--- src/uart_pkg.sv ---
package uart_pkg;

    // register offsets inside the 4 KB window
    localparam logic [11:0] ADDR_TXDATA  = 12'h000;
    localparam logic [11:0] ADDR_STATUS  = 12'h004;
    localparam logic [11:0] ADDR_DIVISOR = 12'h008;

    localparam int FIFO_DEPTH = 8;
    localparam int FIFO_AW    = 3;

    localparam logic [15:0] DIV_RESET = 16'd16;  // clocks per bit out of reset
    localparam logic [15:0] DIV_MIN   = 16'd2;

    localparam logic [1:0] RESP_OKAY   = 2'b00;
    localparam logic [1:0] RESP_SLVERR = 2'b10;

    // one register access, handed from the bus side to the register block
    typedef struct packed {
        logic        valid;
        logic        write;
        logic [11:0] addr;
        logic [31:0] wdata;
        logic [3:0]  wstrb;
    } reg_req_t;

    typedef struct packed {
        logic [31:0] rdata;
        logic        err;
    } reg_rsp_t;

    typedef enum logic [2:0] {
        OP_TX_PUSH,
        OP_STATUS_RD,
        OP_DIV_RD,
        OP_DIV_WR,
        OP_ZERO_RD,
        OP_NOP_WR,
        OP_BAD
    } reg_op_e;

    typedef enum logic [1:0] {
        S_IDLE,
        S_EXEC,
        S_RESP
    } slave_state_e;

    typedef enum logic [1:0] {
        TX_IDLE,
        TX_START,
        TX_DATA,
        TX_STOP
    } tx_state_e;

endpackage

--- src/uart_axi_slave.sv ---
module uart_axi_slave (
    input  logic               clk,
    input  logic               rst,

    input  logic [31:0]        araddr,
    input  logic               arvalid,
    output logic               arready,

    output logic [31:0]        rdata,
    output logic [1:0]         rresp,
    output logic               rvalid,
    input  logic               rready,

    input  logic [31:0]        awaddr,
    input  logic               awvalid,
    output logic               awready,

    input  logic [31:0]        wdata,
    input  logic [3:0]         wstrb,
    input  logic               wvalid,
    output logic               wready,

    output logic [1:0]         bresp,
    output logic               bvalid,
    input  logic               bready,

    output uart_pkg::reg_req_t req,
    input  uart_pkg::reg_rsp_t rsp
);
    import uart_pkg::*;

    slave_state_e state;
    logic         aw_got;      // write address already accepted
    logic         w_got;       // write data already accepted
    logic         is_write;
    logic [11:0]  addr_q;
    logic [31:0]  wdata_q;
    logic [3:0]   wstrb_q;
    logic         ar_take;
    logic         aw_take;
    logic         w_take;
    logic         wr_ready;
    logic         rsp_load;

    // a half-received write keeps reads out so the two never interleave
    assign arready = (state == S_IDLE) && !aw_got && !w_got;
    assign ar_take = arvalid && arready;

    // on a tie the read wins and the write channels wait a turn
    assign awready = (state == S_IDLE) && !aw_got && !ar_take;
    assign wready  = (state == S_IDLE) && !w_got && !ar_take;
    assign aw_take = awvalid && awready;
    assign w_take  = wvalid && wready;

    assign wr_ready = (aw_got || aw_take) && (w_got || w_take);  // both halves in hand
    assign rsp_load = (state == S_RESP) && !rvalid && !bvalid;   // regs answer is ready now

    always_comb begin
        req.valid = (state == S_EXEC);
        req.write = is_write;
        req.addr  = addr_q;
        req.wdata = wdata_q;
        req.wstrb = wstrb_q;
    end

    always_ff @(posedge clk or posedge rst) begin
        if (rst) begin
            state    <= S_IDLE;
            aw_got   <= 1'b0;
            w_got    <= 1'b0;
            is_write <= 1'b0;
            rvalid   <= 1'b0;
            bvalid   <= 1'b0;
        end else begin
            case (state)
                S_IDLE: begin
                    if (ar_take) begin
                        is_write <= 1'b0;
                        state    <= S_EXEC;
                    end else if (wr_ready) begin
                        is_write <= 1'b1;
                        aw_got   <= 1'b0;
                        w_got    <= 1'b0;
                        state    <= S_EXEC;
                    end else begin
                        aw_got <= aw_got || aw_take;
                        w_got  <= w_got || w_take;
                    end
                end
                S_EXEC: state <= S_RESP;  // request is seen by the regs on this edge
                S_RESP: begin
                    if (rsp_load) begin
                        rvalid <= !is_write;
                        bvalid <= is_write;
                    end else if ((rvalid && rready) || (bvalid && bready)) begin
                        rvalid <= 1'b0;
                        bvalid <= 1'b0;
                        state  <= S_IDLE;
                    end
                end
                default: state <= S_IDLE;
            endcase
        end
    end

    always_ff @(posedge clk) begin
        if (ar_take) begin
            addr_q <= araddr[11:0];
        end else if (aw_take) begin
            addr_q <= awaddr[11:0];
        end
        if (w_take) begin
            wdata_q <= wdata;
            wstrb_q <= wstrb;
        end
        // payload is frozen once valid is up, so back-pressure cannot disturb it
        if (rsp_load) begin
            if (is_write) begin
                bresp <= rsp.err ? RESP_SLVERR : RESP_OKAY;
            end else begin
                rdata <= rsp.rdata;
                rresp <= rsp.err ? RESP_SLVERR : RESP_OKAY;
            end
        end
    end

endmodule

--- src/uart_reg_decode.sv ---
module uart_reg_decode (
    input  uart_pkg::reg_req_t req,
    output uart_pkg::reg_op_e  op
);
    import uart_pkg::*;

    // unaligned offsets never match a register, so the default catches them
    always_comb begin
        case (req.addr)
            ADDR_TXDATA: begin
                if (!req.write) begin
                    op = OP_ZERO_RD;
                end else if (req.wstrb[0]) begin
                    op = OP_TX_PUSH;
                end else begin
                    op = OP_BAD;  // no byte lane carries the character
                end
            end
            ADDR_STATUS: begin
                if (req.write) begin
                    op = OP_NOP_WR;
                end else begin
                    op = OP_STATUS_RD;
                end
            end
            ADDR_DIVISOR: begin
                if (!req.write) begin
                    op = OP_DIV_RD;
                end else if (&req.wstrb[1:0]) begin
                    op = OP_DIV_WR;
                end else begin
                    // a half-written divisor would leave a meaningless rate
                    op = OP_BAD;
                end
            end
            default: op = OP_BAD;
        endcase
    end

endmodule

--- src/uart_regs.sv ---
module uart_regs (
    input  logic               clk,
    input  logic               rst,
    input  uart_pkg::reg_req_t req,
    input  uart_pkg::reg_op_e  op,
    output uart_pkg::reg_rsp_t rsp,
    output logic               push,
    output logic [7:0]         push_data,
    input  logic               fifo_full,
    input  logic               fifo_empty,
    input  logic               tx_busy,
    output logic [15:0]        divisor
);
    import uart_pkg::*;

    reg_rsp_t rsp_next;
    logic     div_ok;

    assign div_ok = req.wdata[15:0] >= DIV_MIN;

    // byte goes into the FIFO on the same edge that registers the response
    assign push      = req.valid && (op == OP_TX_PUSH) && !fifo_full;
    assign push_data = req.wdata[7:0];

    always_comb begin
        rsp_next = '0;
        case (op)
            OP_TX_PUSH: begin
                rsp_next.err = fifo_full;  // byte is dropped when there is no room
            end
            OP_STATUS_RD: begin
                rsp_next.rdata = {29'd0, tx_busy, fifo_empty, fifo_full};
            end
            OP_DIV_RD: begin
                rsp_next.rdata = {16'd0, divisor};
            end
            OP_DIV_WR: begin
                rsp_next.err = !div_ok;
            end
            OP_ZERO_RD: begin
                rsp_next = '0;
            end
            OP_NOP_WR: begin
                rsp_next = '0;
            end
            default: begin
                rsp_next.err = 1'b1;  // illegal access reads back zero
            end
        endcase
    end

    always_ff @(posedge clk or posedge rst) begin
        if (rst) begin
            divisor <= DIV_RESET;
        end else if (req.valid && (op == OP_DIV_WR) && div_ok) begin
            divisor <= req.wdata[15:0];
        end
    end

    always_ff @(posedge clk) begin
        if (req.valid) begin
            rsp <= rsp_next;
        end
    end

endmodule

--- src/uart_tx_fifo.sv ---
module uart_tx_fifo (
    input  logic       clk,
    input  logic       rst,
    input  logic       push,
    input  logic [7:0] push_data,
    input  logic       pop,
    output logic [7:0] pop_data,
    output logic       full,
    output logic       empty
);
    import uart_pkg::*;

    logic [7:0]         mem [FIFO_DEPTH];
    logic [FIFO_AW-1:0] wr_ptr;
    logic [FIFO_AW-1:0] rd_ptr;
    logic [FIFO_AW:0]   count;  // one bit wider so that full fits
    logic               do_push;
    logic               do_pop;

    assign full     = (count == (FIFO_AW + 1)'(FIFO_DEPTH));
    assign empty    = (count == '0);
    assign do_push  = push && !full;
    assign do_pop   = pop && !empty;
    assign pop_data = mem[rd_ptr];  // head is visible before the pop

    always_ff @(posedge clk or posedge rst) begin
        if (rst) begin
            wr_ptr <= '0;
            rd_ptr <= '0;
            count  <= '0;
        end else begin
            if (do_push) begin
                wr_ptr <= wr_ptr + 1'b1;  // wraps at the depth
            end
            if (do_pop) begin
                rd_ptr <= rd_ptr + 1'b1;
            end
            if (do_push && !do_pop) begin
                count <= count + 1'b1;
            end else if (do_pop && !do_push) begin
                count <= count - 1'b1;
            end
        end
    end

    always_ff @(posedge clk) begin
        if (do_push) begin
            mem[wr_ptr] <= push_data;
        end
    end

endmodule

--- src/uart_tx.sv ---
module uart_tx (
    input  logic        clk,
    input  logic        rst,
    input  logic [15:0] divisor,
    input  logic        fifo_empty,
    input  logic [7:0]  pop_data,
    output logic        pop,
    output logic        busy,
    output logic        tx
);
    import uart_pkg::*;

    tx_state_e   state;
    logic [15:0] clk_cnt;   // clocks spent in the current bit
    logic [2:0]  bit_cnt;
    logic [7:0]  shift;
    logic [15:0] div_q;     // rate held for the whole frame
    logic        bit_end;

    assign bit_end = (clk_cnt == div_q - 16'd1);

    // the last stop-bit clock can pop too, so frames run back to back
    assign pop  = !fifo_empty && ((state == TX_IDLE) || ((state == TX_STOP) && bit_end));
    assign busy = (state != TX_IDLE);

    always_comb begin
        case (state)
            TX_START: tx = 1'b0;
            TX_DATA:  tx = shift[0];  // LSB first
            default:  tx = 1'b1;      // idle and stop bit
        endcase
    end

    always_ff @(posedge clk or posedge rst) begin
        if (rst) begin
            state   <= TX_IDLE;
            clk_cnt <= '0;
            bit_cnt <= '0;
        end else if (pop) begin
            state   <= TX_START;
            clk_cnt <= '0;
        end else if (state != TX_IDLE) begin
            if (!bit_end) begin
                clk_cnt <= clk_cnt + 16'd1;
            end else begin
                clk_cnt <= '0;
                case (state)
                    TX_START: begin
                        state   <= TX_DATA;
                        bit_cnt <= '0;
                    end
                    TX_DATA: begin
                        if (bit_cnt == 3'd7) begin
                            state <= TX_STOP;
                        end
                        bit_cnt <= bit_cnt + 3'd1;
                    end
                    default: state <= TX_IDLE;  // stop bit done and nothing queued
                endcase
            end
        end
    end

    always_ff @(posedge clk) begin
        if (pop) begin
            shift <= pop_data;
            div_q <= divisor;
        end else if ((state == TX_DATA) && bit_end) begin
            shift <= shift >> 1;
        end
    end

endmodule

--- src/uart_top.sv ---
module uart_top (
    input  logic        clk,
    input  logic        rst,

    input  logic [31:0] araddr,
    input  logic        arvalid,
    output logic        arready,

    output logic [31:0] rdata,
    output logic [1:0]  rresp,
    output logic        rvalid,
    input  logic        rready,

    input  logic [31:0] awaddr,
    input  logic        awvalid,
    output logic        awready,

    input  logic [31:0] wdata,
    input  logic [3:0]  wstrb,
    input  logic        wvalid,
    output logic        wready,

    output logic [1:0]  bresp,
    output logic        bvalid,
    input  logic        bready,

    output logic        tx
);
    import uart_pkg::*;

    reg_req_t    req;
    reg_rsp_t    rsp;
    reg_op_e     op;
    logic        push;
    logic [7:0]  push_data;
    logic        pop;
    logic [7:0]  pop_data;
    logic        fifo_full;
    logic        fifo_empty;
    logic        tx_busy;
    logic [15:0] divisor;

    uart_axi_slave u_slave (
        .clk     (clk),
        .rst     (rst),
        .araddr  (araddr),
        .arvalid (arvalid),
        .arready (arready),
        .rdata   (rdata),
        .rresp   (rresp),
        .rvalid  (rvalid),
        .rready  (rready),
        .awaddr  (awaddr),
        .awvalid (awvalid),
        .awready (awready),
        .wdata   (wdata),
        .wstrb   (wstrb),
        .wvalid  (wvalid),
        .wready  (wready),
        .bresp   (bresp),
        .bvalid  (bvalid),
        .bready  (bready),
        .req     (req),
        .rsp     (rsp)
    );

    uart_reg_decode u_decode (
        .req (req),
        .op  (op)
    );

    uart_regs u_regs (
        .clk        (clk),
        .rst        (rst),
        .req        (req),
        .op         (op),
        .rsp        (rsp),
        .push       (push),
        .push_data  (push_data),
        .fifo_full  (fifo_full),
        .fifo_empty (fifo_empty),
        .tx_busy    (tx_busy),
        .divisor    (divisor)
    );

    uart_tx_fifo u_fifo (
        .clk       (clk),
        .rst       (rst),
        .push      (push),
        .push_data (push_data),
        .pop       (pop),
        .pop_data  (pop_data),
        .full      (fifo_full),
        .empty     (fifo_empty)
    );

    uart_tx u_tx (
        .clk        (clk),
        .rst        (rst),
        .divisor    (divisor),
        .fifo_empty (fifo_empty),
        .pop_data   (pop_data),
        .pop        (pop),
        .busy       (tx_busy),
        .tx         (tx)
    );

endmodule

--- config.mk ---
export PLATFORM = sky130hd
export DESIGN_NAME = uart_top
export DESIGN_NICKNAME = d
export VERILOG_FILES = /design/src/uart_pkg.sv /design/src/uart_axi_slave.sv /design/src/uart_reg_decode.sv /design/src/uart_regs.sv /design/src/uart_tx_fifo.sv /design/src/uart_tx.sv /design/src/uart_top.sv
export SDC_FILE = /design/constraint.sdc
export NUM_CORES = 1
export LEC_CHECK = 0
export ABC_AREA = 0
export ABC_CLOCK_PERIOD_IN_PS = 4100
export BUFFER_PORTS_ARGS = -buffer_cell sky130_fd_sc_hd__buf_2
export CAP_MARGIN = 20
export CORE_MARGIN = 2
export CORE_UTILIZATION = 35
export DETAILED_ROUTE_END_ITERATION = 6
export GPL_TIMING_DRIVEN = 0
export PLACE_DENSITY = 0.59
export SYNTH_ARGS = -nofsm -noshare
export SYNTH_HDL_FRONTEND = slang
export SYNTH_SLANG_ARGS = --single-unit
--- constraint.sdc ---
create_clock -name clk -period 4.1 [get_ports clk]
set_clock_uncertainty 0.1 [all_clocks]
set_input_delay 0.82 -clock clk [delete_from_list [all_inputs] [get_ports clk]]
set_output_delay 0.82 -clock clk [all_outputs]
set_load 0.02 [all_outputs]
### After elaboration in Yosys (flattened, before gate mapping)

Memories as Yosys holds them, arrays and structs flattened.
Cells that the tools add are included.

* order comparisons: 1
* add/subtract/negate cells: 7
* muxes and demuxes: 39
* bitwise operators: 3
* equality and inequality tests: 19
* reductions and logical operators: 63

Operator list (number)
* $mux 16: 3
* $pmux 16 s2: 1
* $logic_and 1x1->1: 24
* $mux 12: 2
* $mux 2: 9
* $reduce_bool 2->1: 9
* $add 16x1->16 const B: 1
* $eq 16x16->1: 1
* $ge 16x2->1 const B: 1
* $mux 8: 2
* $sub 16x1->16 const B: 1
* $mux 3: 5
* $eq 12x3->1 const B: 1
* $eq 12x4->1 const B: 1
* $logic_not 12->1: 1
* $reduce_and 2->1: 6
* $logic_not 1->1: 11
* $add 3x1->3 const B: 3
* $eq 3x3->1 const B: 3
* $mux 1: 9
* $pmux 3 s3: 1
* $mux 4: 2
* $eq 2x2->1 const B: 3
* $eq 3x2->1 const B: 2
* other kinds (21): 30

* register bits after elaboration: 177
* memories: 1
* word-level logic and storage cells: 156
* input port bits: 107
* output and inout port bits: 42
* RAM bits: 64

Memories
* u_fifo.mem: words 8, bits a word 8, rd ports 1, clocked after memory_dff 0, wr ports 1, RTL line uart_tx_fifo.sv:13 `logic [7:0] mem [FIFO_DEPTH];`

### Longest topological paths before layout

* depth after elaboration: 12
* mapped depth: 18
* mapped depth without buffers: 16

### Modules after synthesis

A second synthesis with hierarchy kept.

* cell total of the unflattened synthesis: 654
* area total of the unflattened synthesis: 10413.7 um^2

By module, submodules not included
* uart_tx_fifo: area an instance 3138.0 um^2, sequential area each 2172.1 um^2, cells each 158, instances 1
* uart_axi_slave: area an instance 3096.7 um^2, sequential area each 2637.5 um^2, cells each 145, instances 1
* uart_tx: area an instance 2513.7 um^2, sequential area each 1246.2 um^2, cells each 226, instances 1
* uart_regs: area an instance 1564.0 um^2, sequential area each 912.1 um^2, cells each 111, instances 1
* uart_reg_decode: area an instance 101.3 um^2, sequential area each 0.0 um^2, cells each 14, instances 1

### Worst setup path after synthesis

Ideal clock, no wire load.

* path kind: reg2reg
* start: register u_tx.div_q[0]
* end: register u_fifo.count[3]
* stages on the path, launching flop included: 17
* clock period less this slack: 4.037 ns
* buffers on the path: 2
* arrival: 3.858 ns
* library setup time: 0.079 ns
* slack: 0.063 ns
* data required time: 3.921 ns
* cell sequence: edfxtp_1 > inv_1 > ha_1 > or4b_1 > clkbuf_1 > or4_1 > o211ai_1 > and3_1 > o2111ai_2 > o31a_1 > buf_2 > ha_1 > nand3b_1 > o32a_1 > o31a_1 > a31oi_2 > xor2_1

* word-level cells in the longest chain between the ends: 9
* elaborated cells between the ends (all ways): 11
* classes of those cells: add/sub: 1; eq/ne: 1; mux: 1; reduce/logical: 8

Ends and longest elaborated chain
* start: declaration: RTL line uart_tx.sv:17 `logic [15:0] div_q;`
* start signal: assignment: RTL line uart_tx.sv:67 `div_q <= divisor;`
* $sub 16x1->16 (*): RTL line uart_tx.sv:20 `assign bit_end = (clk_cnt == div_q - 16'd1);`
* $eq 16x16->1 (*): RTL line uart_tx.sv:20
* $logic_and 1x1->1 (*): RTL line uart_tx.sv:23 `assign pop = !fifo_empty && ((state == TX_IDLE) || ((state == TX_STOP) && bit_end));`
* $logic_or 1x1->1 (*): RTL line uart_tx.sv:23
* $logic_and 1x1->1 (*): RTL line uart_tx.sv:23
* $logic_and 1x1->1 (*): RTL line uart_tx_fifo.sv:23 `assign do_pop = pop && !empty;`
* $logic_not 1->1: RTL line uart_tx_fifo.sv:38 `if (do_push && !do_pop) begin`
* $logic_and 1x1->1: RTL line uart_tx_fifo.sv:38
* $mux 4 or $reduce_bool 2->1 (tied branches)
* end signal: assignment: RTL line uart_tx_fifo.sv:39 `count <= count + 1'b1;`
* end signal: assignment: RTL line uart_tx_fifo.sv:41 `count <= count - 1'b1;`
* end: declaration: RTL line uart_tx_fifo.sv:16 `logic [FIFO_AW:0] count;`

Every way passes the cells marked *; elsewhere a longest branch is shown, timed or not.
A chain may end at the register's enable or synchronous reset.

### Worst setup path after layout

* start: register u_tx.div_q[6]
* end: register u_fifo.count[3]

Same word-level chain as after synthesis.

==> results.ini <==
[timing]
rsz0062_at_grt=true
slew_headroom_pct=33.6
period_needed_ps=3910
fmax_ghz=0.256
finalSetupViolCount=0
final.period_utilization_pct=95.5
hold_viol=0
tightest_slew_ps=987
finalMaxSlewViolations=0

[clock_tree]
hold_buffers=0
clock-sinks=207
cts_tree=yes
cts.clk_slew.worst_paths_ps=60
clk_path_buf_depth=3
clkLatencyLatePin_ps=500
cts_root_buffer=clkbuf_16
numCtsBuffers=22
htree_levels=1

[synth]
synthFlopType=edfxtp_1
synth-edff-count=153
netlist.top_cell.by_area=edfxtp_1
synth_most_common_cell=edfxtp_1
yosysUniqueCellTypes=62
seq_area_frac_synth_pct=65.8
async_flop_share_pct=26.1
syn_inst=661
synth_seq_cells=207
syn_area_mm2=0.00903
ys_warn_count=0
synth.top_cell.area_share_pct=50.9
ys_top_cells_by_count=edfxtp_1, nand2_1, dfrtp_1, nor2_1, xor2_1
synth_area_leaders=edfxtp_1, dfrtp_1, mux4_2, nand2_1, mux2_2
syn_avg_cell_area_um2=13.7

[route]
num_vias=5390
drt-vias-per-instance=4.73
wirelength_mm=17.8
detail_route.wl_per_cell_um=15.6
dr.pass1.iters=4
antenna_left=0
drcViolationCount=0
drtIter0Drc=311

[die]
initial_utilization_pct=35.8
row_count=58
die_w_um=165
ioPinCount=149
dieHeight_um=165
dieArea_mm2=0.0271
coreArea_mm2=0.0253

[critical_path]
crit_chain=buf_6 -> or4_4 -> buf_6 -> or4_1 -> o211ai_1 -> and3_1 -> o2111ai_4 -> o31a_1 -> buf_6 -> ha_4 -> nand3b_1 -> o32a_1 -> o31a_1 -> a31oi_2 -> xor2_1
worstReg2RegStart=u_tx.div_q[6]$_DFFE_PN_
r2r-end=u_fifo.count[3]$_DFFE_PP0P_
cp-start-kind=flop
crit_buf_inv=3
critPathArrivalTime_ps=4230
slowest_delay_ps=500
crit_type=reg2reg
slowest_stage=or4_4
crit_family=simple AND/OR/NAND/NOR gates
cp.depth=15
r2r_cells=15
reg2reg_slack_ps=190
crit_path_max_fanout=7
endpoint_kind=flop
crit_end=u_fifo.count[3]$_DFFE_PP0P_
crit_start=u_tx.div_q[6]$_DFFE_PN_
required_ps=4410
crit_top_cell=buf_6

[global_routing]
gr-total-overflow=0
antenna_found_initial=0
grtUsageTotal_pct=13.5
grt_max_degree=40
grt_pass1_vias=5189
grt_first_pass_wirelength_mm=28.5

[placed_design]
dp_hpwl_mm=12.5
port_buffers=72
gp_congestion=0.761

[final_layout]
drive_gt1_share_pct=26.0
finish.utilization_pct=43.1
syn_to_final_growth_pct=20.4
fin_nets=913
diodes=0

[power_and_ir_drop]
p_per_area_mw_per_mm2=572
power_mw=6.22
ir_worst_vdd_v=0.000386
p_leak_nw=4.23

[job]
drv_cap=0

[outcome]
run_status=finished, final reports clean

[hold_path]
hp-class=in2async

[what timing repair did]
action / 4_1_cts / 5_1_grt
endpoints found under the setup margin: 1 / 1
resized for setup: 10 / 8
setup buffers: 5 / 7
gates cloned: 0 / 0
pin swaps: 2 / 4
[stage by stage]
stage / setup TNS [ps] / instance area [um2] / setup WS (ps) / hold slack (ps) / cells
floorplan: 0 / 9100 / 62.7 / 300 / 678
global placement: -367 / 9870 / -367 / 305 / 1080
detailed placement: -368 / 9980 / -368 / 305 / 1090
CTS: 0 / 10800 / 11.0 / 220 / 1133
global route: -11.8 / 10900 / -11.8 / 234 / 1139
finish: 0 / 10900 / 186 / 215 / 1139
[report_power, final]
group,total [mW],internal (mW),switching [mW],leakage [nW]
logic,1.31,0.542,0.770,1.77
clock network,2.00,1.22,0.779,0.350
registers,2.91,2.66,0.250,2.11
total,6.22,4.42,1.80,4.23
[area by class of cell]
type | instances | area, um2
plain buffers | 44 | 260
clock buffers | 30 | 602
clock inverters | 9 | 124
fillers | 2336 | 14400
inverters | 19 | 71.3
multi-input cells | 406 | 2930
flip-flops and latches | 207 | 5950
well taps | 330 | 413
repair buffers | 94 | 534
[flip-flops by register name (all words and copies together), names as in the netlist, 2 cells and up]
name,flops
u_regs.rsp,17
u_fifo.wr_ptr,3
u_slave.state,2
u_slave.wdata_q,16
u_slave.addr_q,12
u_tx.state,2
u_tx.clk_cnt,16
u_regs.divisor,16
u_tx.shift,8
u_fifo.mem,64
u_fifo.count,4
u_fifo.rd_ptr,3
u_tx.bit_cnt,3
u_tx.div_q,16
u_slave.rdata,16
u_slave.wstrb_q,2
[cell usage in the layout, fill, tap and decap left out, types with 4 or more instances in the layout]
| master | netlist | layout |
|---|---|---|
| a21oi_1 | 10 | 10 |
| and2_1 | 17 | 17 |
| buf_1 | 5 | 5 |
| buf_2 | 5 | 79 |
| buf_4 | 18 | 35 |
| buf_6 | 2 | 4 |
| clkbuf_1 | 16 | 21 |
| clkbuf_16 | 0 | 23 |
| conb_1 | 1 | 18 |
| dfrtp_1 | 53 | 53 |
| edfxtp_1 | 153 | 153 |
| ha_1 | 12 | 10 |
| inv_1 | 19 | 16 |
| mux2_2 | 17 | 18 |
| mux2i_1 | 11 | 11 |
| mux4_2 | 16 | 16 |
| nand2_1 | 82 | 82 |
| nand2b_1 | 6 | 6 |
| nand3_1 | 15 | 15 |
| nand3b_1 | 5 | 5 |
| nand4_1 | 5 | 5 |
| nor2_1 | 44 | 44 |
| nor2b_1 | 5 | 5 |
| nor3_1 | 14 | 13 |
| nor3b_1 | 4 | 4 |
| nor4_1 | 12 | 9 |
| nor4b_2 | 0 | 4 |
| o21ai_0 | 18 | 18 |
| or3_1 | 5 | 5 |
| xnor2_1 | 19 | 19 |
| xor2_1 | 21 | 21 |
[kinds of logic after synthesis]
group,share of synthesized area [%]
simple gates,12.8
flops,65.8
buf+inv,3.68
compound gates,4.65
mux,7.45
xor+xnor,3.88
fa+ha+maj,1.66
other cells,0.0415
[worst min path at each step]
stage                                       to                startpoint  depth (start not counted)
detailed placement  u_slave.rdata[5]$_DFFE_PP_   u_regs.rsp[6]$_DFFE_PN_                          0
global placement    u_slave.rdata[9]$_DFFE_PP_  u_regs.rsp[10]$_DFFE_PN_                          0
floorplan           u_slave.rdata[0]$_DFFE_PP_   u_regs.rsp[1]$_DFFE_PN_                          0
CTS                 u_slave.aw_got$_DFFE_PP0P_                       rst                          2
finish              u_slave.aw_got$_DFFE_PP0P_                       rst                          2
global route        u_slave.aw_got$_DFFE_PP0P_                       rst                          2
[routing by layer]
layer / vias to the layer above / track usage, % / share of wire, %
met2: 117 / 21.5 / 46
met3: 28 / 2.39 / 4.9
li1: 2646 / - / -
met5: - / 0 / 0
met4: 0 / 3.79 / 2.2
met1: 2599 / 19.1 / 47
Note: power is estimated with default switching activity, not from simulation.
